==> src/rtl/gcn_settings.svh <==
`ifndef GCN_SETTINGS_SVH
`define GCN_SETTINGS_SVH

// graph size
`define GCN_NODES 6
`define GCN_EDGES 6

// feature stream, two features per read
`define GCN_FEATS 96
`define GCN_PAIRS (`GCN_FEATS / 2)

// output classes per node
`define GCN_CLASSES 3

// data widths
`define GCN_FEAT_W 5
`define GCN_WGT_W 5
// worst case 96 * 186 * 31 fits in 21 bits
`define GCN_SCORE_W 21

`endif

==> src/rtl/gcn_types_pkg.sv <==
`include "gcn_settings.svh"

package gcn_types_pkg;

    // node id, 1..6, 0 means no edge
    typedef logic [2:0] node_id_t;

    // unsigned data words
    typedef logic [`GCN_FEAT_W-1:0] feat_t;
    typedef logic [`GCN_WGT_W-1:0] wgt_t;
    // sum of up to 6 neighbour features
    typedef logic [`GCN_FEAT_W+2:0] agg_t;
    typedef logic [`GCN_SCORE_W-1:0] score_t;
    typedef logic [1:0] class_t;

    // shared feature/weight read address
    typedef logic [5:0] pair_addr_t;
    // one row of the adjacency matrix, bit m set for neighbour m
    typedef logic [`GCN_NODES-1:0] adj_row_t;

    // one coordinate-list entry
    typedef struct packed {
        node_id_t a;
        node_id_t b;
    } edge_t;

    typedef edge_t [`GCN_EDGES-1:0] coo_t;

    // [feature of the pair][node]
    typedef feat_t [1:0][`GCN_NODES-1:0] feat_pair_t;
    // [feature of the pair][class]
    typedef wgt_t [1:0][`GCN_CLASSES-1:0] wgt_pair_t;
    // [feature of the pair][node]
    typedef agg_t [1:0][`GCN_NODES-1:0] agg_pair_t;

    // weight pair lined up with the aggregator output
    typedef struct packed {
        logic valid;
        logic last;
        wgt_pair_t wgt;
    } wgt_stage_t;

    typedef class_t [`GCN_NODES-1:0] class_vec_t;

endpackage

==> src/rtl/gcn_ctrl_pkg.sv <==
package gcn_ctrl_pkg;

    // run sequence of the engine
    typedef enum logic [2:0] {
        ST_IDLE,
        // one edge per cycle into the adjacency matrix
        ST_BUILD,
        // 48 pair reads
        ST_FETCH,
        // wait for the argmax to finish
        ST_SCORE,
        // done held, y valid
        ST_FINISHED
    } ctrl_state_t;

    // strobes from the controller to the datapath
    typedef struct packed {
        // one cycle at run start
        logic clear;
        // high through the build phase
        logic build_en;
        // edge being added during build
        logic [2:0] edge_idx;
        // read data present on feat_data and wgt_data
        logic fetch_valid;
    } ctrl_t;

endpackage

==> src/rtl/gcn_ctrl.sv <==
`timescale 1ns/10ps
`include "gcn_settings.svh"

module gcn_ctrl (
    input  logic                      clk,
    input  logic                      rst_n,
    input  logic                      start,
    input  logic                      scores_ready,
    output gcn_ctrl_pkg::ctrl_t       ctrl,
    output logic                      feat_re,
    output gcn_types_pkg::pair_addr_t pair_addr,
    output logic                      done
);
    import gcn_ctrl_pkg::*;
    import gcn_types_pkg::*;

    ctrl_state_t state;
    ctrl_state_t state_nxt;
    logic [2:0]  edge_cnt;
    logic        fetch_valid_r;
    logic        run_start;
    logic        edge_last;
    logic        pair_last;

    // start only counts when no run is in flight
    assign run_start = start && ((state == ST_IDLE) || (state == ST_FINISHED));
    assign edge_last = (edge_cnt == 3'(`GCN_EDGES - 1));
    assign pair_last = (pair_addr == pair_addr_t'(`GCN_PAIRS - 1));

    //////////////////////////////
    // state machine
    always_comb begin
        state_nxt = state;
        case (state)
            ST_IDLE, ST_FINISHED: begin
                if (run_start) state_nxt = ST_BUILD;
            end
            ST_BUILD: begin
                if (edge_last) state_nxt = ST_FETCH;
            end
            ST_FETCH: begin
                if (pair_last) state_nxt = ST_SCORE;
            end
            ST_SCORE: begin
                if (scores_ready) state_nxt = ST_FINISHED;
            end
            default: state_nxt = ST_IDLE;
        endcase
    end

    //////////////////////////////
    // counters and delayed read strobe
    always_ff @(posedge clk or negedge rst_n) begin
        if (!rst_n) begin
            state         <= ST_IDLE;
            edge_cnt      <= '0;
            pair_addr     <= '0;
            fetch_valid_r <= 1'b0;
        end else begin
            state         <= state_nxt;
            // memories answer one cycle after the address
            fetch_valid_r <= feat_re;
            if (run_start) begin
                edge_cnt  <= '0;
                pair_addr <= '0;
            end else begin
                if (state == ST_BUILD) edge_cnt <= edge_cnt + 3'd1;
                if (feat_re) pair_addr <= pair_addr + pair_addr_t'(1);
            end
        end
    end

    assign feat_re = (state == ST_FETCH);
    assign done    = (state == ST_FINISHED);

    // clear is combinational so coo is taken in the start cycle
    assign ctrl = '{
        clear:       run_start,
        build_en:    (state == ST_BUILD),
        edge_idx:    edge_cnt,
        fetch_valid: fetch_valid_r
    };

    // read address stays inside the 48 pairs
    a_pair_range: assert property (@(posedge clk) disable iff (!rst_n)
        feat_re |-> (pair_addr <= pair_addr_t'(`GCN_PAIRS - 1)))
        else $error("pair_addr past last pair during fetch");

endmodule

==> config.mk <==
export PLATFORM = sky130hd
export DESIGN_NAME = gcn_ctrl
export DESIGN_NICKNAME = d
export VERILOG_FILES = /design/src/rtl/gcn_types_pkg.sv /design/src/rtl/gcn_ctrl_pkg.sv /design/src/rtl/gcn_ctrl.sv
export VERILOG_INCLUDE_DIRS = /design/src /design/src/rtl
export SDC_FILE = /design/constraint.sdc
export NUM_CORES = 1
export LEC_CHECK = 0
export BUFFER_PORTS_ARGS = -buffer_cell sky130_fd_sc_hd__buf_2
export CAP_MARGIN = 25
export CORE_AREA = 2 2 39 41
export CTS_BUF_LIST = sky130_fd_sc_hd__clkbuf_8
export DETAILED_ROUTE_END_ITERATION = 16
export DIE_AREA = 0 0 41 43
export PLACE_DENSITY = 0.8
export SYNTH_ARGS = -nofsm -noshare
export SYNTH_HDL_FRONTEND = slang
export SYNTH_SLANG_ARGS = --single-unit
==> constraint.sdc <==
create_clock -name clk -period 3.1 [get_ports clk]
set_input_delay 0.62 -clock clk [delete_from_list [all_inputs] [get_ports clk]]
set_output_delay 0.62 -clock clk [all_outputs]
set_load 0.01 [all_outputs]
Word level (Yosys, flattened, before mapping):

Cells that the tools add are included.

* register bits: 13
* bits in latches: 0
* memory bits (writable): 0
* memory bits (read-only): 0
* input port bits: 4
* word-level logic and storage cells: 32
* memories: 0

* add/sub/neg operators: 2
* multiply operators: 0
* divide/modulo/power cells: 0
* order comparisons: 0
* equal/unequal tests: 10
* shifts and indexed selects: 0
* muxes and demuxes: 9
* bitwise logic cells: 0
* reductions and logical operators: 7

Operators by type and width (count)
* 3-bit two-way mux: 6
* 6-bit two-way mux: 2
* 3-bit case mux with 4 select lines: 1
* 6-bit by 1-bit adder with 6-bit output (second input constant): 1
* 3-bit by 2-bit == test with 1-bit output (second input constant): 2
* 3-bit == test (second input constant): 2
* 6-bit == test (second input constant): 1
* 2-bit by 1-bit inequality test with 1-bit output (second input constant): 2
* 2-bit inequality test (second input constant): 2
* 4-bit AND reduction: 1
* 2-bit nonzero test: 2
* 3-bit by 1-bit adder with 3-bit output (second input constant): 1
* 3-bit by 1-bit == test with 1-bit output (second input constant): 1
* 3-bit zero test: 1
* 2-bit OR reduction: 1
* 1-bit logical AND: 1
* 1-bit logical OR: 1

Longest topological paths before layout:

* depth after elaboration: 5
* mapped depth: 5
* gate-level depth less buffers: 5

Worst setup path after synthesis:

No wires, ideal clock.

* kind: input to output
* from: in start
* to: out ctrl[5] (netlist name)
* arrival time: 1327 ps
* required time: 2480 ps
* slack: 1153 ps
* stages: 3
* path buffers: 1
* cells stage by stage: or3b_1 > inv_1 > buf_4

* word-level cells in the longest chain between the ends: 1

RTL lines
* start, declared: line gcn_ctrl.sv:7 `input logic start,`
* 1-bit logical AND: line gcn_ctrl.sv:26 `assign run_start = start && ((state == ST_IDLE) || (state == ST_FINISHED));`
* end, declared: line gcn_ctrl.sv:9 `output gcn_ctrl_pkg::ctrl_t ctrl,`

No other way between the ends.

==> run_results.csv <==
group,metric,value,unit
finish,fin_nets,91,
finish,synthToLayoutAreaGrowth,18.5,%
timing,finalCritPeriodShare,73.7,%
floorplan,die_x,41,um
detailed_routing,via_per_inst,5.58,
worst_setup_path,cp_cell_sequence,"or3b_1 -> inv_1 -> buf_2",
clock_network,cts_resized,0,
synth,synthTopCellsByArea,"dfrtp_1, nand2_1, ha_1",
min_path,hold_class,"in2async",
clock_network,post_cts_buffers,0,
detailed_routing,drc,0,
worst_setup_path,r2r_cells,3,
clock_network,clock_sinks,13,
synth,netlist_area,678,um2
pwr,p_sw,275,uW
worst_setup_path,cp-end-kind,"primary output",
pwr,p_int,436,uW
clock_network,cts_max_level,1,
status,status,"finished clean",
synth,synthDominantCellAreaShare,48.0,%
synth,synth.largest_area_cell,"dfrtp_1",
synth,syn_inst,66,
pwr,leakage,0.425,nW
timing,report.final.slew_viol_count,0,
detailed_routing,wirelength,1.37,mm
finish,drive_gt1_share,31.3,%
timing,tightestPinTransition,0.316,ns
place,gp_congestion,0.743,
clock_network,clk_path_buf_depth,2,
finish,design_area,803,um2
finish,layout_commonest_cell,"buf_2",
grt,grt_antenna_before_repair,0,
synth,ys.flop_type,"dfrtp_1",
synth,async_flop_share,100,%
detailed_routing,antenna_left,0,
timing,tns,0,ns
pwr,switching_share,38.7,%
detailed_routing,route.detailed.wl_per_inst,13.8,um
floorplan,start_util,49.0,%
synth,syn_nets,73,
clock_network,numCtsBuffers,3,
timing,skew,0.00241,ns
synth,yosys_register_bits,13,
pwr,power_density,885,nW/um2
timing,final.min_clock_period,2.28,ns
place,port_buffers,17,
grt,grt_start_max_net_pins,14,
floorplan,io_pins,18,
pwr,vdd_drop_max,0.433,mV
clock_network,clock_latency,0.25,ns
clock_network,cts_tree,"built",
pwr,power.share.sequential,40.1,%
worst_setup_path,arrival,1.66,ns
finish,mostFrequentLayoutCells,"buf_2, dfrtp_1, nand2_1, inv_1, nor2_1",
floorplan,die_h,43,um
synth,netlist-cell-type-count,23,
synth,synth-seq-area-share,48.0,%
floorplan,dieArea,1760,um2
worst_setup_path,critical_path.max_fanout,12,
grt,grt_pass1_wl,2.21,mm
place,place_area,758,um2
synth,syn-mean-instance-area,10.3,um2
worst_setup_path,critPathKind,"reg2out",
place,post-place-ws,0.950,ns
clock_network,clkSlewWorstSetupHoldPaths,0.06,ns
floorplan,core,1380,um2
pwr,clockPowerShare,21.2,%
detailed_routing,num_vias,552,
grt,overflow,0,
grt,grt_use_total,19.1,%
timing,slew_headroom,78.9,%
grt,first_global_vias,535,
worst_setup_path,cp.required,2.48,ns
synth,synth-edff-count,0,
finish,antenna_cells,0,
timing,finalSetupViolations,0,
floorplan,rows,14,
timing,rsz0062_at_grt,"no",
worst_setup_path,start_kind,"flip-flop",
detailed_routing,drtPass1Iterations,2,
detailed_routing,drtIter0Drc,9,
clock_network,cts_hold_buf,0,
timing,fin_ws,0.816,ns
run,max_cap_violations,0,
pwr,p_comb_share,38.7,%
clock_network,clock_tree.root_cell,"clkbuf_8",
timing,max_freq,438,MHz
pwr,finalPower,711,uW
worst_setup_path,slowest_delay,0.54,ns
finish,final_cells,99,
worst_setup_path,slowest_stage,"or3b_1",
synth,yosysWarnings,0,
timing,hold_viol,0,
place,dp_cells,95,
-- final cells by class --
| class | count | area, um2 |
|---|---|---|
| clock buffer | 3 | 41.3 |
| clock inverter | 1 | 3.75 |
| fill | 126 | 581 |
| inverter | 6 | 22.5 |
| multi-input combinational | 43 | 305 |
| sequential | 13 | 325 |
| tap | 16 | 20.0 |
| timing repair buffer | 17 | 85.1 |
-- power by group through the flow --
stage               clock [mW]  combinational, mW  sequential (mW)
finish                   0.151              0.275            0.285
detailed placement           0              0.277            0.288
CTS                      0.150              0.281            0.285
global placement             0              0.268            0.284
global route             0.160              0.308            0.299
floorplan                    0              0.219            0.268
-- registers in the layout, indices dropped and copies added, names as in the netlist --
| name | cells |
|---|---|
| edge_cnt | 3 |
| pair_addr | 6 |
| state | 3 |
| fetch_valid_r | 1 |
-- kinds of logic (layout without fill, tap and decap cells) --
logic type,Yosys count,count (layout),synth area share [%]
multiplexers,3,3,4.61
adder cells (fa/ha/maj),3,3,5.54
AND/OR/NAND/NOR,26,26,22.3
AO/OA/AOI/OAI,8,8,8.67
XOR/XNOR,3,3,3.88
buffers and inverters,10,27,7.01
flip-flops,13,13,48.0
-- worst paths after layout --
check	from	end	slack, ns
setup / recovery	state[1]	ctrl[5]	0.82
hold / removal	rst_n	state[0]	0.24
setup reg to reg	state[1]	pair_addr[5]	1.54
hold reg to reg	state[2]	state[1]	0.54
max in group asynchronous	rst_n	pair_addr[5]	2.64
min in group clk	state[2]	state[1]	0.54
-- worst max-delay path: cells and delay by family, from the launching register on --
kind | cells | cell delay, ns
flip-flops | 1 | 0.49
AND/OR/NAND/NOR | 1 | 0.54
buffers and inverters | 2 | 0.39
-- synthesized netlist by cell type (2+ instances only) --
cell type  instances
buf_4              2
ha_1               3
dfrtp_1           13
inv_1              5
buf_2              2
and4bb_2           2
mux2i_1            2
nand4_1            3
nor2_1             4
o41ai_1            2
xnor2_1            3
a21oi_1            3
o311ai_1           2
nand2_1           11
-- stage by stage --
stage               util [%]  hold slack, ns
finish                  58.0           0.243
global route            58.0           0.265
CTS                     58.0           0.259
detailed placement      54.8           0.519
global placement        54.8           0.516
floorplan                  -           0.324
-- layer usage --
metal / track usage, % / share of wire (%) / wire length, um / vias up
met1: 22.5 / 44 / 604 / 275
met3: 4.71 / 2.4 / 33 / 5
met4: 12.0 / 2.6 / 36 / 0
li1: - / - / - / 263
met5: 0 / 0 / 0 / -
met2: 29.4 / 51 / 698 / 9
No activity file was read; power rests on OpenSTA's default activity.
