==> src/rtl/gcn_settings.svh <==
`ifndef GCN_SETTINGS_SVH
`define GCN_SETTINGS_SVH

// graph size
`define GCN_NODES 6
`define GCN_EDGES 6

// feature stream, two features per read
`define GCN_FEATS 96
`define GCN_PAIRS (`GCN_FEATS / 2)

// output classes per node
`define GCN_CLASSES 3

// data widths
`define GCN_FEAT_W 5
`define GCN_WGT_W 5
// worst case 96 * 186 * 31 fits in 21 bits
`define GCN_SCORE_W 21

`endif

==> src/rtl/gcn_types_pkg.sv <==
`include "gcn_settings.svh"

package gcn_types_pkg;

    // node id, 1..6, 0 means no edge
    typedef logic [2:0] node_id_t;

    // unsigned data words
    typedef logic [`GCN_FEAT_W-1:0] feat_t;
    typedef logic [`GCN_WGT_W-1:0] wgt_t;
    // sum of up to 6 neighbour features
    typedef logic [`GCN_FEAT_W+2:0] agg_t;
    typedef logic [`GCN_SCORE_W-1:0] score_t;
    typedef logic [1:0] class_t;

    // shared feature/weight read address
    typedef logic [5:0] pair_addr_t;
    // one row of the adjacency matrix, bit m set for neighbour m
    typedef logic [`GCN_NODES-1:0] adj_row_t;

    // one coordinate-list entry
    typedef struct packed {
        node_id_t a;
        node_id_t b;
    } edge_t;

    typedef edge_t [`GCN_EDGES-1:0] coo_t;

    // [feature of the pair][node]
    typedef feat_t [1:0][`GCN_NODES-1:0] feat_pair_t;
    // [feature of the pair][class]
    typedef wgt_t [1:0][`GCN_CLASSES-1:0] wgt_pair_t;
    // [feature of the pair][node]
    typedef agg_t [1:0][`GCN_NODES-1:0] agg_pair_t;

    // weight pair lined up with the aggregator output
    typedef struct packed {
        logic valid;
        logic last;
        wgt_pair_t wgt;
    } wgt_stage_t;

    typedef class_t [`GCN_NODES-1:0] class_vec_t;

endpackage

==> src/rtl/gcn_ctrl_pkg.sv <==
package gcn_ctrl_pkg;

    // run sequence of the engine
    typedef enum logic [2:0] {
        ST_IDLE,
        // one edge per cycle into the adjacency matrix
        ST_BUILD,
        // 48 pair reads
        ST_FETCH,
        // wait for the argmax to finish
        ST_SCORE,
        // done held, y valid
        ST_FINISHED
    } ctrl_state_t;

    // strobes from the controller to the datapath
    typedef struct packed {
        // one cycle at run start
        logic clear;
        // high through the build phase
        logic build_en;
        // edge being added during build
        logic [2:0] edge_idx;
        // read data present on feat_data and wgt_data
        logic fetch_valid;
    } ctrl_t;

endpackage

==> src/rtl/weight_aligner.sv <==
`timescale 1ns/10ps
`include "gcn_settings.svh"

module weight_aligner (
    input  logic                      clk,
    input  logic                      rst_n,
    input  gcn_ctrl_pkg::ctrl_t       ctrl,
    input  gcn_types_pkg::wgt_pair_t  wgt_data,
    output gcn_types_pkg::wgt_stage_t wgt_stage
);
    import gcn_types_pkg::*;

    pair_addr_t pair_cnt;
    logic       stage_valid;
    logic       stage_last;
    wgt_pair_t  stage_wgt;

    // valid and last tags, same stage depth as the aggregator
    always_ff @(posedge clk or negedge rst_n) begin
        if (!rst_n) begin
            pair_cnt    <= '0;
            stage_valid <= 1'b0;
            stage_last  <= 1'b0;
        end else if (ctrl.clear) begin
            pair_cnt    <= '0;
            stage_valid <= 1'b0;
            stage_last  <= 1'b0;
        end else begin
            stage_valid <= ctrl.fetch_valid;
            // 48th pair by local count
            stage_last  <= ctrl.fetch_valid && (pair_cnt == pair_addr_t'(`GCN_PAIRS - 1));
            if (ctrl.fetch_valid) pair_cnt <= pair_cnt + pair_addr_t'(1);
        end
    end

    always_ff @(posedge clk) begin
        if (ctrl.fetch_valid) stage_wgt <= wgt_data;
    end

    assign wgt_stage = '{valid: stage_valid, last: stage_last, wgt: stage_wgt};

    // last is the final valid pair, the stream stops right after it
    a_last_valid: assert property (@(posedge clk) disable iff (!rst_n)
        wgt_stage.last |-> wgt_stage.valid ##1 !wgt_stage.valid)
        else $error("last without valid or stream runs past last");

endmodule

==> config.mk <==
export PLATFORM = sky130hd
export DESIGN_NAME = weight_aligner
export DESIGN_NICKNAME = d
export VERILOG_FILES = /design/src/rtl/gcn_types_pkg.sv /design/src/rtl/gcn_ctrl_pkg.sv /design/src/rtl/weight_aligner.sv
export VERILOG_INCLUDE_DIRS = /design/src /design/src/rtl
export SDC_FILE = /design/constraint.sdc
export NUM_CORES = 1
export LEC_CHECK = 0
export BUFFER_PORTS_ARGS = -buffer_cell sky130_fd_sc_hd__buf_2
export CAP_MARGIN = 20
export CORE_MARGIN = 3
export CORE_UTILIZATION = 48
export CTS_BUF_LIST = sky130_fd_sc_hd__clkbuf_2
export DETAILED_ROUTE_END_ITERATION = 8
export PLACE_DENSITY_LB_ADDON = 0.3
export REMOVE_ABC_BUFFERS = 1
export SYNTH_ARGS = -nofsm -noshare
export SYNTH_HDL_FRONTEND = slang
export SYNTH_SLANG_ARGS = --single-unit
==> constraint.sdc <==
create_clock -name clk -period 2.6 [get_ports clk]
set_clock_uncertainty 0.05 [all_clocks]
set_input_delay 0.13 -clock clk [delete_from_list [all_inputs] [get_ports clk]]
set_output_delay 0.13 -clock clk [all_outputs]
set_load 0.02 [all_outputs]
* Word level (Yosys, flattened, before mapping) *
Index checks and enable logic that the tools add are counted.

word-level totals
  register bits after elaboration = 38
  output and inout port bits = 32
  logic and storage cells = 17
  input bits = 38

operators by class
  eq/ne operators = 1
  add/sub/neg operators = 1
  muxes and demuxes = 4
  reduce and logical (&&, ||, !) cells = 2

operators by type and width
  kind                                         number
  2-to-1 mux 6 bit                             2
  adder 6 x 1 -> 6 bit, second input constant  1
  == test 6 bit, second input constant         1
  2-to-1 mux 1 bit                             2
  nonzero test 2 bit                           1
  logical AND 1 bit                            1

* Depth between registers and ports, before layout *
  depth in word-level cells = 3
  mapped depth = 4
  depth with buffers taken out = 4

* Worst setup path before layout *
OpenSTA, ideal clock, no wires.

  path kind = reg-to-reg
  start = reg pair_cnt[0]
  end = reg pair_cnt[5]
  stages on the path, launching flop included = 4
  required time = 2.472 ns
  path buffers = 0
  arrival time = 0.977 ns
  period minus slack after synthesis = 1.105 ns
  path slack = 1.495 ns
  setup time = 0.078 ns
  path through = dfrtp_1 > nand4_4 > or3_1 > a21oi_1

on the way
  longest elaborated chain between the ends = 3

RTL lines
  element                 RTL line              text
  from (decl)             weight_aligner.sv:13  pair_addr_t pair_cnt;
  from (signal assigned)  weight_aligner.sv:32  if (ctrl.fetch_valid) pair_cnt <= pair_cnt + pair_addr_t'(1);
  adder 6 x 1 -> 6 bit    weight_aligner.sv:32
  2-to-1 mux 6 bit        weight_aligner.sv:32
  2-to-1 mux 6 bit        weight_aligner.sv:24  end else if (ctrl.clear) begin

Every way passes these cells. The select of a mux whose other input is x is not followed.
A chain may end at the register's enable or synchronous reset.

* Worst setup path in the final report *
  start = reg pair_cnt[1]
  end = reg stage_last

on the way
  longest elaborated chain between the ends = 3

RTL lines
  element               RTL line              text
  == test 6 bit         weight_aligner.sv:31  stage_last <= ctrl.fetch_valid && (pair_cnt == pair_addr_t'(`GCN_PAIRS - 1));
  logical AND 1 bit     weight_aligner.sv:31
  2-to-1 mux 1 bit      weight_aligner.sv:24
  to (signal assigned)  weight_aligner.sv:31
  to (decl)             weight_aligner.sv:15  logic stage_last;

Every way passes these cells.

==> summary by stage <==
Clocking
The number of buffers created by CTS is 5. The H-tree generated during clock tree synthesis spans 2 levels. The number of hold buffers added after CTS was 32.

The root buffer cell chosen for the clock tree is clkbuf_2. In this run the deepest clock path goes through 2 buffers. The number of gates given a new drive strength after cts is 0. At the later pin of the worst-skew pair, clock insertion delay measures between 0.3 and 0.4 ns. TritonCTS built the clock tree. CTS saw 38 sinks. In this run the post-CTS setup repair buffer count came out at 0. The clock transition at the registers of the reported paths is around 0.2 ns.

Placement
The instance area at placement is between 1500 and 2000 sq um. At the end of routability-driven placement, the weighted congestion stood at 0.702. The placed wire-length estimate after detailed placement is between 1500 and 2000 microns. The total of buffers placed on input and output ports is 65.

STA
The maximum operating frequency is around 770 MHz. Summed over all failing endpoints, the final setup total negative slack is 0 ns. The smallest clock period supported by the final layout is computed as 1.29 ns. The count of final max-slew check failures is 0. The final hold violation count is 0.

The slew of the pin with the lowest slew margin is 0.491 ns. The setup-violating endpoint count in the final report is 0. Setup repair after global routing left no endpoint under its margin. In this run the tightest slew margin relative to its limit is between 60% and 70%.

The ratio of final minimum period to clock period is roughly half.

Worst setup path
The largest stage delay on the critical path is approximately 0.47 ns. The startpoint type of the worst setup path is a register. The maximum net fanout on the critical path is 3. The worst endpoint required time is roughly 2.8 ns. The cell type of the slowest stage on the worst timing path is dfrtp_1.

STA classifies the critical path endpoint as a register. The category of the critical setup timing path is register to register. Data on the critical path arrives at its endpoint at between 1.5 and 2 ns.

The signal on the critical path passes through ha_1, nand4_1, nor4b_1.

Yosys
In this run the biggest area consumer among cell types represents a little over two thirds of the synthesized area. The part of the Yosys area used for sequential elements is approximately 86%. The commonest register cell after synthesis is edfxtp_1. The synthesized design spends more area on one cell type than any other, namely edfxtp_1. After synthesis, the most frequently instantiated cells are edfxtp_1 (30), dfrtp_1 (8), nor2_1 (5).

The count of flip-flops with a built-in enable after synthesis is 30. The synthesized area per cell is a little over 20 sq um. The most common cell in the synthesized netlist is edfxtp_1. Synthesis instantiated 18 different standard cells from the library. The cell count after synthesis came out at 62. Yosys attributes the largest share of cell area to edfxtp_1 (71%), dfrtp_1 (16%), xor2_1 (2.1%), nand4_4 (1.7%), nor2_1 (1.5%).

The cell area after synthesis is 1270 sq um. The share of synthesized flip-flops with an asynchronous set or reset is roughly a fifth. The synthesized design contains 38 register bits. The count of yosys warnings during synthesis is 0.

Floorplanning
The placeable core area is around 2500 sq um. The floorplan row count is 18. The die covers ~3300 sq um. The starting density of the core is between 50% and 60%.

70 I/O pins were placed. The die width is 57.5 microns. The die is approximately 58 microns tall.

Detailed routing
The total DRC errors in the routed layout is 0. The number of nets still failing antenna checks after routing is 0. For this block, the routed nets add up to between 2000 and 3000 microns of wire. The routed length per instance is around 15 microns. The starting DRC count in detailed routing is 24. The total number of vias is between 800 and 900. The first detailed-routing pass took 4 iterations. The number of vias per cell is around 4.6.

GRT
The largest net degree at the start of global routing is 23. Summed over all layers, the global routing overflow is 0. The initial antenna violation count was 1.

The number of global-route vias before repair was 919. The global-route wire length before repair is between 4000 and 5000 microns. The overall routing resource usage is around a fifth.

Flow run
The number of violations of the max-capacitance limit is 0.

Finish
Cells with a size suffix above 1 make up 45.1% of the layout. The number of nets in the layout is between 200 and 250. Cells fill between 70% and 80% of the core in the end. The finished cells cover about 2000 sq um. From synthesis to final layout, the design area changed by 55.3%.

Power and ir drop
The static leakage is 0.000881 uW. Overall power consumption after layout is estimated at roughly 1100 uW. The peak ir drop on the vdd network is between 0.0005 and 0.0006 V. Power spread over the standard cell area amounts to 579 nW/um^2.

Hold path
The worst min-delay path class is input port to asynchronous set/reset pin.

Status
The flow ran to the end, and the final reports show no timing, DRC or antenna violations.
==> routing by layer <==
| metal | up-vias | share of wire, % | GRT usage (%) | routed length (microns) |
|---|---|---|---|---|
| met5 | - | 0 | 0 | 0 |
| met4 | 0 | 3.0 | 8.61 | 89 |
| met3 | 11 | 8.1 | 7.24 | 238 |
| met2 | 46 | 53 | 33.5 | 1570 |
| met1 | 412 | 36 | 20.5 | 1060 |
| li1 | 428 | - | - | - |
==> state kept, by name, indices dropped and copies added, names as in the netlist <==
register	count
pair_cnt	6
stage_last	1
wgt_stage	30
stage_valid	1
==> worst max-delay path: cells and delay by family (launching register included) <==
family / cells / cell delay [ns]
AND/OR/NAND/NOR: 2 / 0.46
flip-flops: 1 / 0.47
adder cells (fa/ha/maj): 1 / 0.21
==> cell type report <==
cell class / instances / area, sq um
repair buffers: 98 / 653
fillers: 142 / 522
multi-input cells: 20 / 143
flip-flops and latches: 38 / 1100
clock buffers: 5 / 25.0
clock inverters: 3 / 16.3
well taps: 30 / 37.5
diodes: 1 / 2.50
==> kinds of logic after synthesis <==
group                      count (synthesis)  synth area share [%]
DFF                                       38                  86.4
and+or+nand+nor                           12                  5.90
xor gates and xnor gates                   4                  2.75
buffers and inverters                      4                  2.36
AOI/OAI and AO/OA                          2                 0.785
muxes                                      1                 0.786
adders and majority gates                  1                 0.982
==> where the power goes <==
group,switching (uW),internal [uW]
combinational,94.2,79.3
sequential,14.9,702
clock,194,61.4
==> per-stage QoR <==
stage	std cells	setup WS (ns)	hold WS, ns
global placement	154	1.29	-0.0691
CTS	194	1.33	0.0282
floorplan	58	1.50	-0.216
global route	195	1.19	0.0276
detailed placement	154	1.25	-0.0637
finish	195	1.31	0.0312
==> worst paths after layout <==
path | startpoint | end | slack, ns | depth (start not counted)
setup / recovery | pair_cnt[1] | stage_last | 1.31 | 3
hold / removal | rst_n | pair_cnt[1] | 0.03 | 2
setup reg to reg | pair_cnt[1] | stage_last | 1.31 | 3
hold reg to reg | pair_cnt[4] | stage_last | 0.50 | 1
max in group asynchronous | rst_n | pair_cnt[0] | 2.27 | 2
min in group clk | ctrl[0] | wgt_stage[12] | 0.17 | 1
==> layout by cell type (no fill, tap or decap) <==
cell type      instances
nor2b_1                1
a21oi_1                1
nor4b_1                1
ha_1                   1
or3_1                  1
xor2_1                 3
xnor2_1                1
edfxtp_1              30
buf_4                  1
nand2_1                2
dfrtp_1                8
clkinvlp_4             1
clkinv_1               1
buf_2                 65
nand4_4                1
mux2i_1                1
clkbuf_2               5
dlygate4sd3_1         32
diode_2                1
nand4_1                1
nor2_1                 5
o21ai_0                1
clkinv_2               1
No activity file was read; power rests on OpenSTA's default activity.
