$ cat src/rtl/gcn_settings.svh
`ifndef GCN_SETTINGS_SVH
`define GCN_SETTINGS_SVH

// graph size
`define GCN_NODES 6
`define GCN_EDGES 6

// feature stream, two features per read
`define GCN_FEATS 96
`define GCN_PAIRS (`GCN_FEATS / 2)

// output classes per node
`define GCN_CLASSES 3

// data widths
`define GCN_FEAT_W 5
`define GCN_WGT_W 5
// worst case 96 * 186 * 31 fits in 21 bits
`define GCN_SCORE_W 21

`endif

$ cat src/rtl/gcn_types_pkg.sv
`include "gcn_settings.svh"

package gcn_types_pkg;

    // node id, 1..6, 0 means no edge
    typedef logic [2:0] node_id_t;

    // unsigned data words
    typedef logic [`GCN_FEAT_W-1:0] feat_t;
    typedef logic [`GCN_WGT_W-1:0] wgt_t;
    // sum of up to 6 neighbour features
    typedef logic [`GCN_FEAT_W+2:0] agg_t;
    typedef logic [`GCN_SCORE_W-1:0] score_t;
    typedef logic [1:0] class_t;

    // shared feature/weight read address
    typedef logic [5:0] pair_addr_t;
    // one row of the adjacency matrix, bit m set for neighbour m
    typedef logic [`GCN_NODES-1:0] adj_row_t;

    // one coordinate-list entry
    typedef struct packed {
        node_id_t a;
        node_id_t b;
    } edge_t;

    typedef edge_t [`GCN_EDGES-1:0] coo_t;

    // [feature of the pair][node]
    typedef feat_t [1:0][`GCN_NODES-1:0] feat_pair_t;
    // [feature of the pair][class]
    typedef wgt_t [1:0][`GCN_CLASSES-1:0] wgt_pair_t;
    // [feature of the pair][node]
    typedef agg_t [1:0][`GCN_NODES-1:0] agg_pair_t;

    // weight pair lined up with the aggregator output
    typedef struct packed {
        logic valid;
        logic last;
        wgt_pair_t wgt;
    } wgt_stage_t;

    typedef class_t [`GCN_NODES-1:0] class_vec_t;

endpackage

$ cat src/rtl/gcn_ctrl_pkg.sv
package gcn_ctrl_pkg;

    // run sequence of the engine
    typedef enum logic [2:0] {
        ST_IDLE,
        // one edge per cycle into the adjacency matrix
        ST_BUILD,
        // 48 pair reads
        ST_FETCH,
        // wait for the argmax to finish
        ST_SCORE,
        // done held, y valid
        ST_FINISHED
    } ctrl_state_t;

    // strobes from the controller to the datapath
    typedef struct packed {
        // one cycle at run start
        logic clear;
        // high through the build phase
        logic build_en;
        // edge being added during build
        logic [2:0] edge_idx;
        // read data present on feat_data and wgt_data
        logic fetch_valid;
    } ctrl_t;

endpackage

$ cat src/rtl/class_scorer.sv
`timescale 1ns/10ps
`include "gcn_settings.svh"

module class_scorer (
    input  logic                      clk,
    input  logic                      rst_n,
    input  gcn_ctrl_pkg::ctrl_t       ctrl,
    input  gcn_types_pkg::agg_pair_t  agg,
    input  gcn_types_pkg::wgt_stage_t wgt_stage,
    output gcn_types_pkg::class_vec_t y,
    output logic                      scores_ready
);
    import gcn_types_pkg::*;

    // [node][class]
    score_t [`GCN_NODES-1:0][`GCN_CLASSES-1:0] acc;
    score_t [`GCN_NODES-1:0][`GCN_CLASSES-1:0] acc_nxt;
    score_t [`GCN_NODES-1:0]                   best_score;
    score_t [`GCN_NODES-1:0]                   best_score_nxt;
    class_vec_t                                best_cls;
    class_vec_t                                best_cls_nxt;
    logic                                      arg_busy;
    class_t                                    arg_cls;
    logic                                      arg_last;

    //////////////////////////////
    // multiply-accumulate
    always_comb begin
        for (int n = 0; n < `GCN_NODES; n++) begin
            for (int c = 0; c < `GCN_CLASSES; c++) begin
                // both features of the pair in one step
                acc_nxt[n][c] = acc[n][c] +
                    score_t'(agg[0][n]) * score_t'(wgt_stage.wgt[0][c]) +
                    score_t'(agg[1][n]) * score_t'(wgt_stage.wgt[1][c]);
            end
        end
    end

    always_ff @(posedge clk) begin
        if (ctrl.clear) begin
            acc <= '0;
        end else if (wgt_stage.valid) begin
            acc <= acc_nxt;
        end
    end

    //////////////////////////////
    // argmax, one class per cycle
    assign arg_last = (arg_cls == class_t'(`GCN_CLASSES - 1));

    always_comb begin
        for (int n = 0; n < `GCN_NODES; n++) begin
            // class 0 seeds the search, later classes must be strictly larger
            if ((arg_cls == '0) || (acc[n][arg_cls] > best_score[n])) begin
                best_score_nxt[n] = acc[n][arg_cls];
                best_cls_nxt[n]   = arg_cls;
            end else begin
                best_score_nxt[n] = best_score[n];
                best_cls_nxt[n]   = best_cls[n];
            end
        end
    end

    always_ff @(posedge clk) begin
        if (arg_busy) begin
            best_score <= best_score_nxt;
            best_cls   <= best_cls_nxt;
        end
    end

    always_ff @(posedge clk or negedge rst_n) begin
        if (!rst_n) begin
            arg_busy     <= 1'b0;
            arg_cls      <= '0;
            scores_ready <= 1'b0;
        end else if (ctrl.clear) begin
            arg_busy     <= 1'b0;
            arg_cls      <= '0;
            scores_ready <= 1'b0;
        end else begin
            // pulse one cycle after the class 2 step
            scores_ready <= arg_busy && arg_last;
            if (wgt_stage.valid && wgt_stage.last) begin
                // last pair accumulates on this edge, search starts next cycle
                arg_busy <= 1'b1;
                arg_cls  <= '0;
            end else if (arg_busy) begin
                if (arg_last) begin
                    arg_busy <= 1'b0;
                    arg_cls  <= '0;
                end else begin
                    arg_cls <= arg_cls + class_t'(1);
                end
            end
        end
    end

    // y only moves at the end of a search, so it holds between runs
    always_ff @(posedge clk or negedge rst_n) begin
        if (!rst_n) begin
            y <= '0;
        end else if (arg_busy && arg_last) begin
            y <= best_cls_nxt;
        end
    end

endmodule

$ cat config.mk
export PLATFORM = sky130hd
export DESIGN_NAME = class_scorer
export DESIGN_NICKNAME = d
export VERILOG_FILES = /design/src/rtl/gcn_types_pkg.sv /design/src/rtl/gcn_ctrl_pkg.sv /design/src/rtl/class_scorer.sv
export VERILOG_INCLUDE_DIRS = /design/src /design/src/rtl
export SDC_FILE = /design/constraint.sdc
export NUM_CORES = 2
export LEC_CHECK = 0
export ABC_AREA = 1
export BUFFER_PORTS_ARGS = -buffer_cell sky130_fd_sc_hd__buf_2
export CAP_MARGIN = 20
export CORE_MARGIN = 10
export CORE_UTILIZATION = 57
export DETAILED_ROUTE_END_ITERATION = 8
export PLACE_DENSITY_LB_ADDON = 0.15
export SYNTH_ARGS = -nofsm -noshare
export SYNTH_HDL_FRONTEND = slang
export SYNTH_SLANG_ARGS = --single-unit
$ cat constraint.sdc
create_clock -name clk -period 6 [get_ports clk]
set_input_delay 0.3 -clock clk [delete_from_list [all_inputs] [get_ports clk]]
set_output_delay 0.3 -clock clk [all_outputs]
set_load 0.05 [all_outputs]
### Yosys cells after proc, flatten, opt, wreduce, memory -nomap -nowiden

Index checks and enable logic that the tools add are counted.

* bits in registers: 532
* input bits: 136
* output and inout bits: 13
* word-level logic and storage cells: 163

* add/sub/neg operators: 37
* multiply operators: 36
* magnitude comparators: 7
* equality and inequality tests: 1
* multiplexer cells: 27
* reduce and logical (&&, ||, !) cells: 16

Operator list (count)
* 21-bit by 13-bit adder with 21-bit output: 36
* 8-bit by 5-bit multiplier with 13-bit output: 36
* 21-bit binary-select mux with 2-bit select: 6
* 21-bit > comparator: 6
* 21-bit 2-to-1 mux: 6
* 2-bit 2-to-1 mux: 10
* 2-bit AND reduction: 6
* 1-bit logical OR: 6
* 1-bit 2-to-1 mux: 5
* 2-bit by 3-bit < comparator with 1-bit output, second input constant: 1
* 3-bit nonzero test: 1
* 2-bit by 1-bit adder with 2-bit output, second input constant: 1
* 2-bit == test, second input constant: 1
* 1-bit logical AND: 2
* 2-bit zero test: 1

### Longest topological paths before layout

* word-level depth: 5
* mapped depth: 25
* depth with buffers taken out: 23

### Worst setup path after synthesis

OpenSTA, ideal clock, no wires.

* path type: in2reg
* from: input wgt_stage[26] in the netlist's numbering
* to: register acc[367] in the netlist's numbering
* library setup time: 115 ps
* arrival time: 4679 ps
* data required time: 5885 ps
* setup slack: 1206 ps
* stages on the path: 20
* path buffers: 2
* cell sequence: clkbuf_1 -> buf_1 -> nand2_1 -> fa_1 -> inv_1 -> fa_1 -> fa_1 -> fa_1 -> inv_1 -> fa_1 -> inv_1 -> ha_1 -> a21oi_1 -> o21ai_1 -> nor2_1 -> o21ai_0 -> nand2_1 -> nand2_1 -> o21ai_0 -> inv_1

* cells in the longest elaborated chain, start to end: 2

Ends and longest elaborated chain
* from (decl): line class_scorer.sv:9 `input gcn_types_pkg::wgt_stage_t wgt_stage,`
* 8-bit by 5-bit multiplier with 13-bit output: line class_scorer.sv:34 `score_t'(agg[1][n]) * score_t'(wgt_stage.wgt[1][c]);`
* 21-bit by 13-bit adder with 21-bit output: line class_scorer.sv:33 `score_t'(agg[0][n]) * score_t'(wgt_stage.wgt[0][c]) +`
* to (signal assigned): line class_scorer.sv:43 `acc <= acc_nxt;`
* to (decl): line class_scorer.sv:16 `` score_t [`GCN_NODES-1:0][`GCN_CLASSES-1:0] acc; ``

No other way between the ends.
A chain may end at the register's enable or synchronous reset.

### Final worst setup path

* from: register arg_cls[1]
* to: register best_score[48] in the netlist's numbering, enable pin

* cells in the longest elaborated chain, start to end: 5
* elaborated cells between the ends (all ways): 6
* those cells by class: 1 x order compare; 2 x mux; 3 x reduce/logical

Ends and longest elaborated chain
* from (decl): line class_scorer.sv:23 `class_t arg_cls;`
* from (signal assigned): line class_scorer.sv:92 `arg_cls <= arg_cls + class_t'(1);`
* 21-bit binary-select mux with 2-bit select: line class_scorer.sv:54 `if ((arg_cls == '0) || (acc[n][arg_cls] > best_score[n])) begin`
* 21-bit 2-to-1 mux (implied by the code): line class_scorer.sv:54
* 21-bit > comparator: line class_scorer.sv:54
* 1-bit logical OR (*): line class_scorer.sv:54
* 2-bit AND reduction (no line) (*)
* to (signal assigned): line class_scorer.sv:66 `best_score <= best_score_nxt;`
* to (decl): line class_scorer.sv:18 `` score_t [`GCN_NODES-1:0] best_score; ``

Every way passes the cells marked *; elsewhere a longest branch is shown, timed or not. The select of a mux whose other input is x is not followed.

==> impl_metrics.toml <==
[critical_path]
worstSetupStartpointType = "flop"
cp-end-kind = "flop"
cp.arrival_ps = 5390
required_ps = 6330
r2r_cells = 15
crit_buf_inv = 3
r2r-start = "arg_cls[1]$_DFFE_PN0P_"
crit_fanout = 21
path_common_cell = "nand2_1"
worstPathCellList = "inv_2, nand2_4, clkinv_2, a22oi_1, o21ai_0, ha_1, nand2_1, nor2_1, nand2_1, nor2_1, nand2_1, nand3_1, nand2_1, a21oi_2, buf_4"
crit_path_max_incr_delay_ps = 590
timing.rr.end = "best_score[48]$_DFFE_PP_"
cpLargestDelayFamily = "simple AND/OR/NAND/NOR gates"
slowest_stage = "dfrtp_1"
critical_path_class = "flop to flop"
reg2reg_setup_slack_ps = 940

[clock_network]
cts_buffers = 73
clk_path_buf_depth = 3
root_buffer = "clkbuf_16"
h-tree-depth = 3
cts_num_sinks = 532
clk_latency_ps = 700
post-cts-setup-buffer-count = 0
cts_tree = "built"
path_clk_slew_ps = 60

[synthesis]
synth_fp_nets = 13100
ys_async_sr_fraction = 0.0301
syn_area_sq_mm = 0.0817
synth_ff_type = "dfxtp_1"
ys_warn_count = 0
seq_area_frac_synth = 0.148
syn_inst = 10900
synth_seq_cells = 532
post_synth_num_cell_types = 48
avgSynthCellArea_sq_um = 7.48
synth-edff-count = 138

[floorplan]
core_area_sq_mm = 0.142
row_count = 138
io_pins = 149
die-area_sq_mm = 0.159
fp.dieH_microns = 399
start_util = 0.575
die_w_microns = 399

[cells_and_area]
area_delta_synth_final_pct = 6.09
fin_cells = 12800
layout-drive-gt1-share = 0.0369
final_area_sq_mm = 0.0867
num-nets-final = 13000
final_common_cell = "inv_1"
layout_common_cells = "inv_1 (3,092), nand2_1 (2,519), fa_1 (1,224), ha_1 (810), nor2_1 (630)"

[sta]
finClkSkew_ps = 33.2
fmax_mhz = 198
finalCritPeriodShare = 0.843
setup_ws_ps = 940
tightest_slew_ps = 1020
hold_violations = 0
rsz0062_at_grt = "false"
final-max-slew-violation-count = 0
fin_setup_tns_ps = 0
setup_viol = 0
period_minus_slack_ps = 5060
slew_headroom = 0.317

[detailed_routing]
avgRoutedWirePerCell_microns = 18.1
vias = 68400
ant_nets = 0
avgViaCountPerCell = 5.35
drc = 0
first_iter_violations = 5087
first_pass_iters = 8
drt-total-wl_microns = 231000

[place]
dp.cells = 12600
io_buffer_count = 143
placedInstanceArea_sq_mm = 0.0843
gp_congestion = 0.920
place_ws_ps = 646
hpwl_microns = 175000

[flow_run]
drv_cap = 0

[power_and_ir_drop]
peakVddDrop_v = 0.000347
cellLeakagePower_nw = 50.9
p_total_mw = 44.5
pwr_density_cell_mw_per_mm2 = 513

[global_route]
use_met3 = 0.0475
busiest_layer = "met2"
track_usage = 0.296
grt_max_degree = 173
use_met1 = 0.388
grt_pass1_vias = 70200
grt_overflow = 0
grt_pass1_wl_microns = 376000
use_met2 = 0.487
antenna_found_initial = 9

[hold_path]
hp-class = "primary input to async pin"

[status]
status = "finished clean"
## area by class of cell
class,instances,area [sq um]
multi-input combinational,6885,56400
fill,13000,55400
sequential,532,12100
inverter,3097,11600
tap,1890,2360
clock buffer,99,2050
timing repair buffer,239,1770
clock inverter,36,392
antenna,3,7.51
## logic make-up after synthesis
kind of cell | Yosys count | share of synthesized area
simple gates | 3586 | 0.174
buf+inv | 3505 | 0.162
fa+ha+maj | 2034 | 0.424
compound gates | 1120 | 0.0760
flops | 532 | 0.148
xor+xnor | 145 | 0.0155
## layer usage
layer  routed length (microns)  part of all wire
met1                     94900              0.41
met2                    107000              0.47
met3                     17300             0.075
met4                     11200             0.049
met5                        83           0.00036
## report_power, final
part           leakage, nW  total [mW]  internal (mW)  switching [mW]
Sequential            4.64        5.07           4.50           0.569
Combinational         45.1        34.8           13.3            21.5
Clock                 1.20        4.62           2.68            1.95
Total                 50.9        44.5           20.5            24.0
## per-stage QoR
stage               utilization  hold slack [ps]
finish                    0.610             53.4
global route              0.610             70.0
CTS                       0.610             23.7
detailed placement        0.593              228
global placement          0.593              222
floorplan                     -             4.41
## registers in the layout, indices dropped and copies added, names as in the netlist
| name | flops |
|---|---|
| acc | 378 |
| arg_busy | 1 |
| arg_cls | 2 |
| best_cls | 12 |
| best_score | 126 |
| scores_ready | 1 |
| y | 12 |
## cell usage after synthesis (16+ instances only)
| cell type | instances | area [sq um] |
|---|---|---|
| inv_1 | 3092 | 11600 |
| nand2_1 | 2519 | 9460 |
| fa_1 | 1224 | 24500 |
| ha_1 | 810 | 10100 |
| nor2_1 | 630 | 2360 |
| a21oi_1 | 524 | 2620 |
| dfxtp_1 | 378 | 7570 |
| o21ai_0 | 377 | 1890 |
| nand3_1 | 333 | 1670 |
| clkbuf_1 | 285 | 1070 |
| edfxtp_1 | 138 | 4140 |
| xor2_1 | 80 | 701 |
| xnor2_1 | 65 | 569 |
| o221ai_1 | 63 | 552 |
| buf_2 | 62 | 310 |
| buf_1 | 52 | 195 |
| o211ai_1 | 32 | 240 |
| a21o_1 | 25 | 188 |
| a22oi_1 | 22 | 165 |
| nand3b_1 | 22 | 165 |
| nand4_1 | 22 | 138 |
| o21bai_1 | 20 | 150 |
| dfrtp_1 | 16 | 400 |
## how the worst max path moves through the flow
stage | start | end | slack (ps) | cells past startpoint
after floorplan | wgt_stage[26] | acc[367]$_SDFFE_PP0P_ | 1210 | 20
after detailed placement | wgt_stage[21] | acc[163]$_SDFFE_PP0P_ | 650 | 21
after global routing | arg_cls[1]$_DFFE_PN0P_ | best_score[55]$_DFFE_PP_ | 820 | 15
final | arg_cls[1]$_DFFE_PN0P_ | best_score[48]$_DFFE_PP_ | 940 | 15
after global placement | wgt_stage[26] | acc[188]$_SDFFE_PP0P_ | 680 | 17
after CTS | arg_cls[1]$_DFFE_PN0P_ | best_score[51]$_DFFE_PP_ | 1070 | 15
## repair_timing
item	CTS	global route
hold buffers	2	0
resized for setup	0	0
endpoints found under the hold margin	19	0
Note: power is estimated with default switching activity, not from simulation.
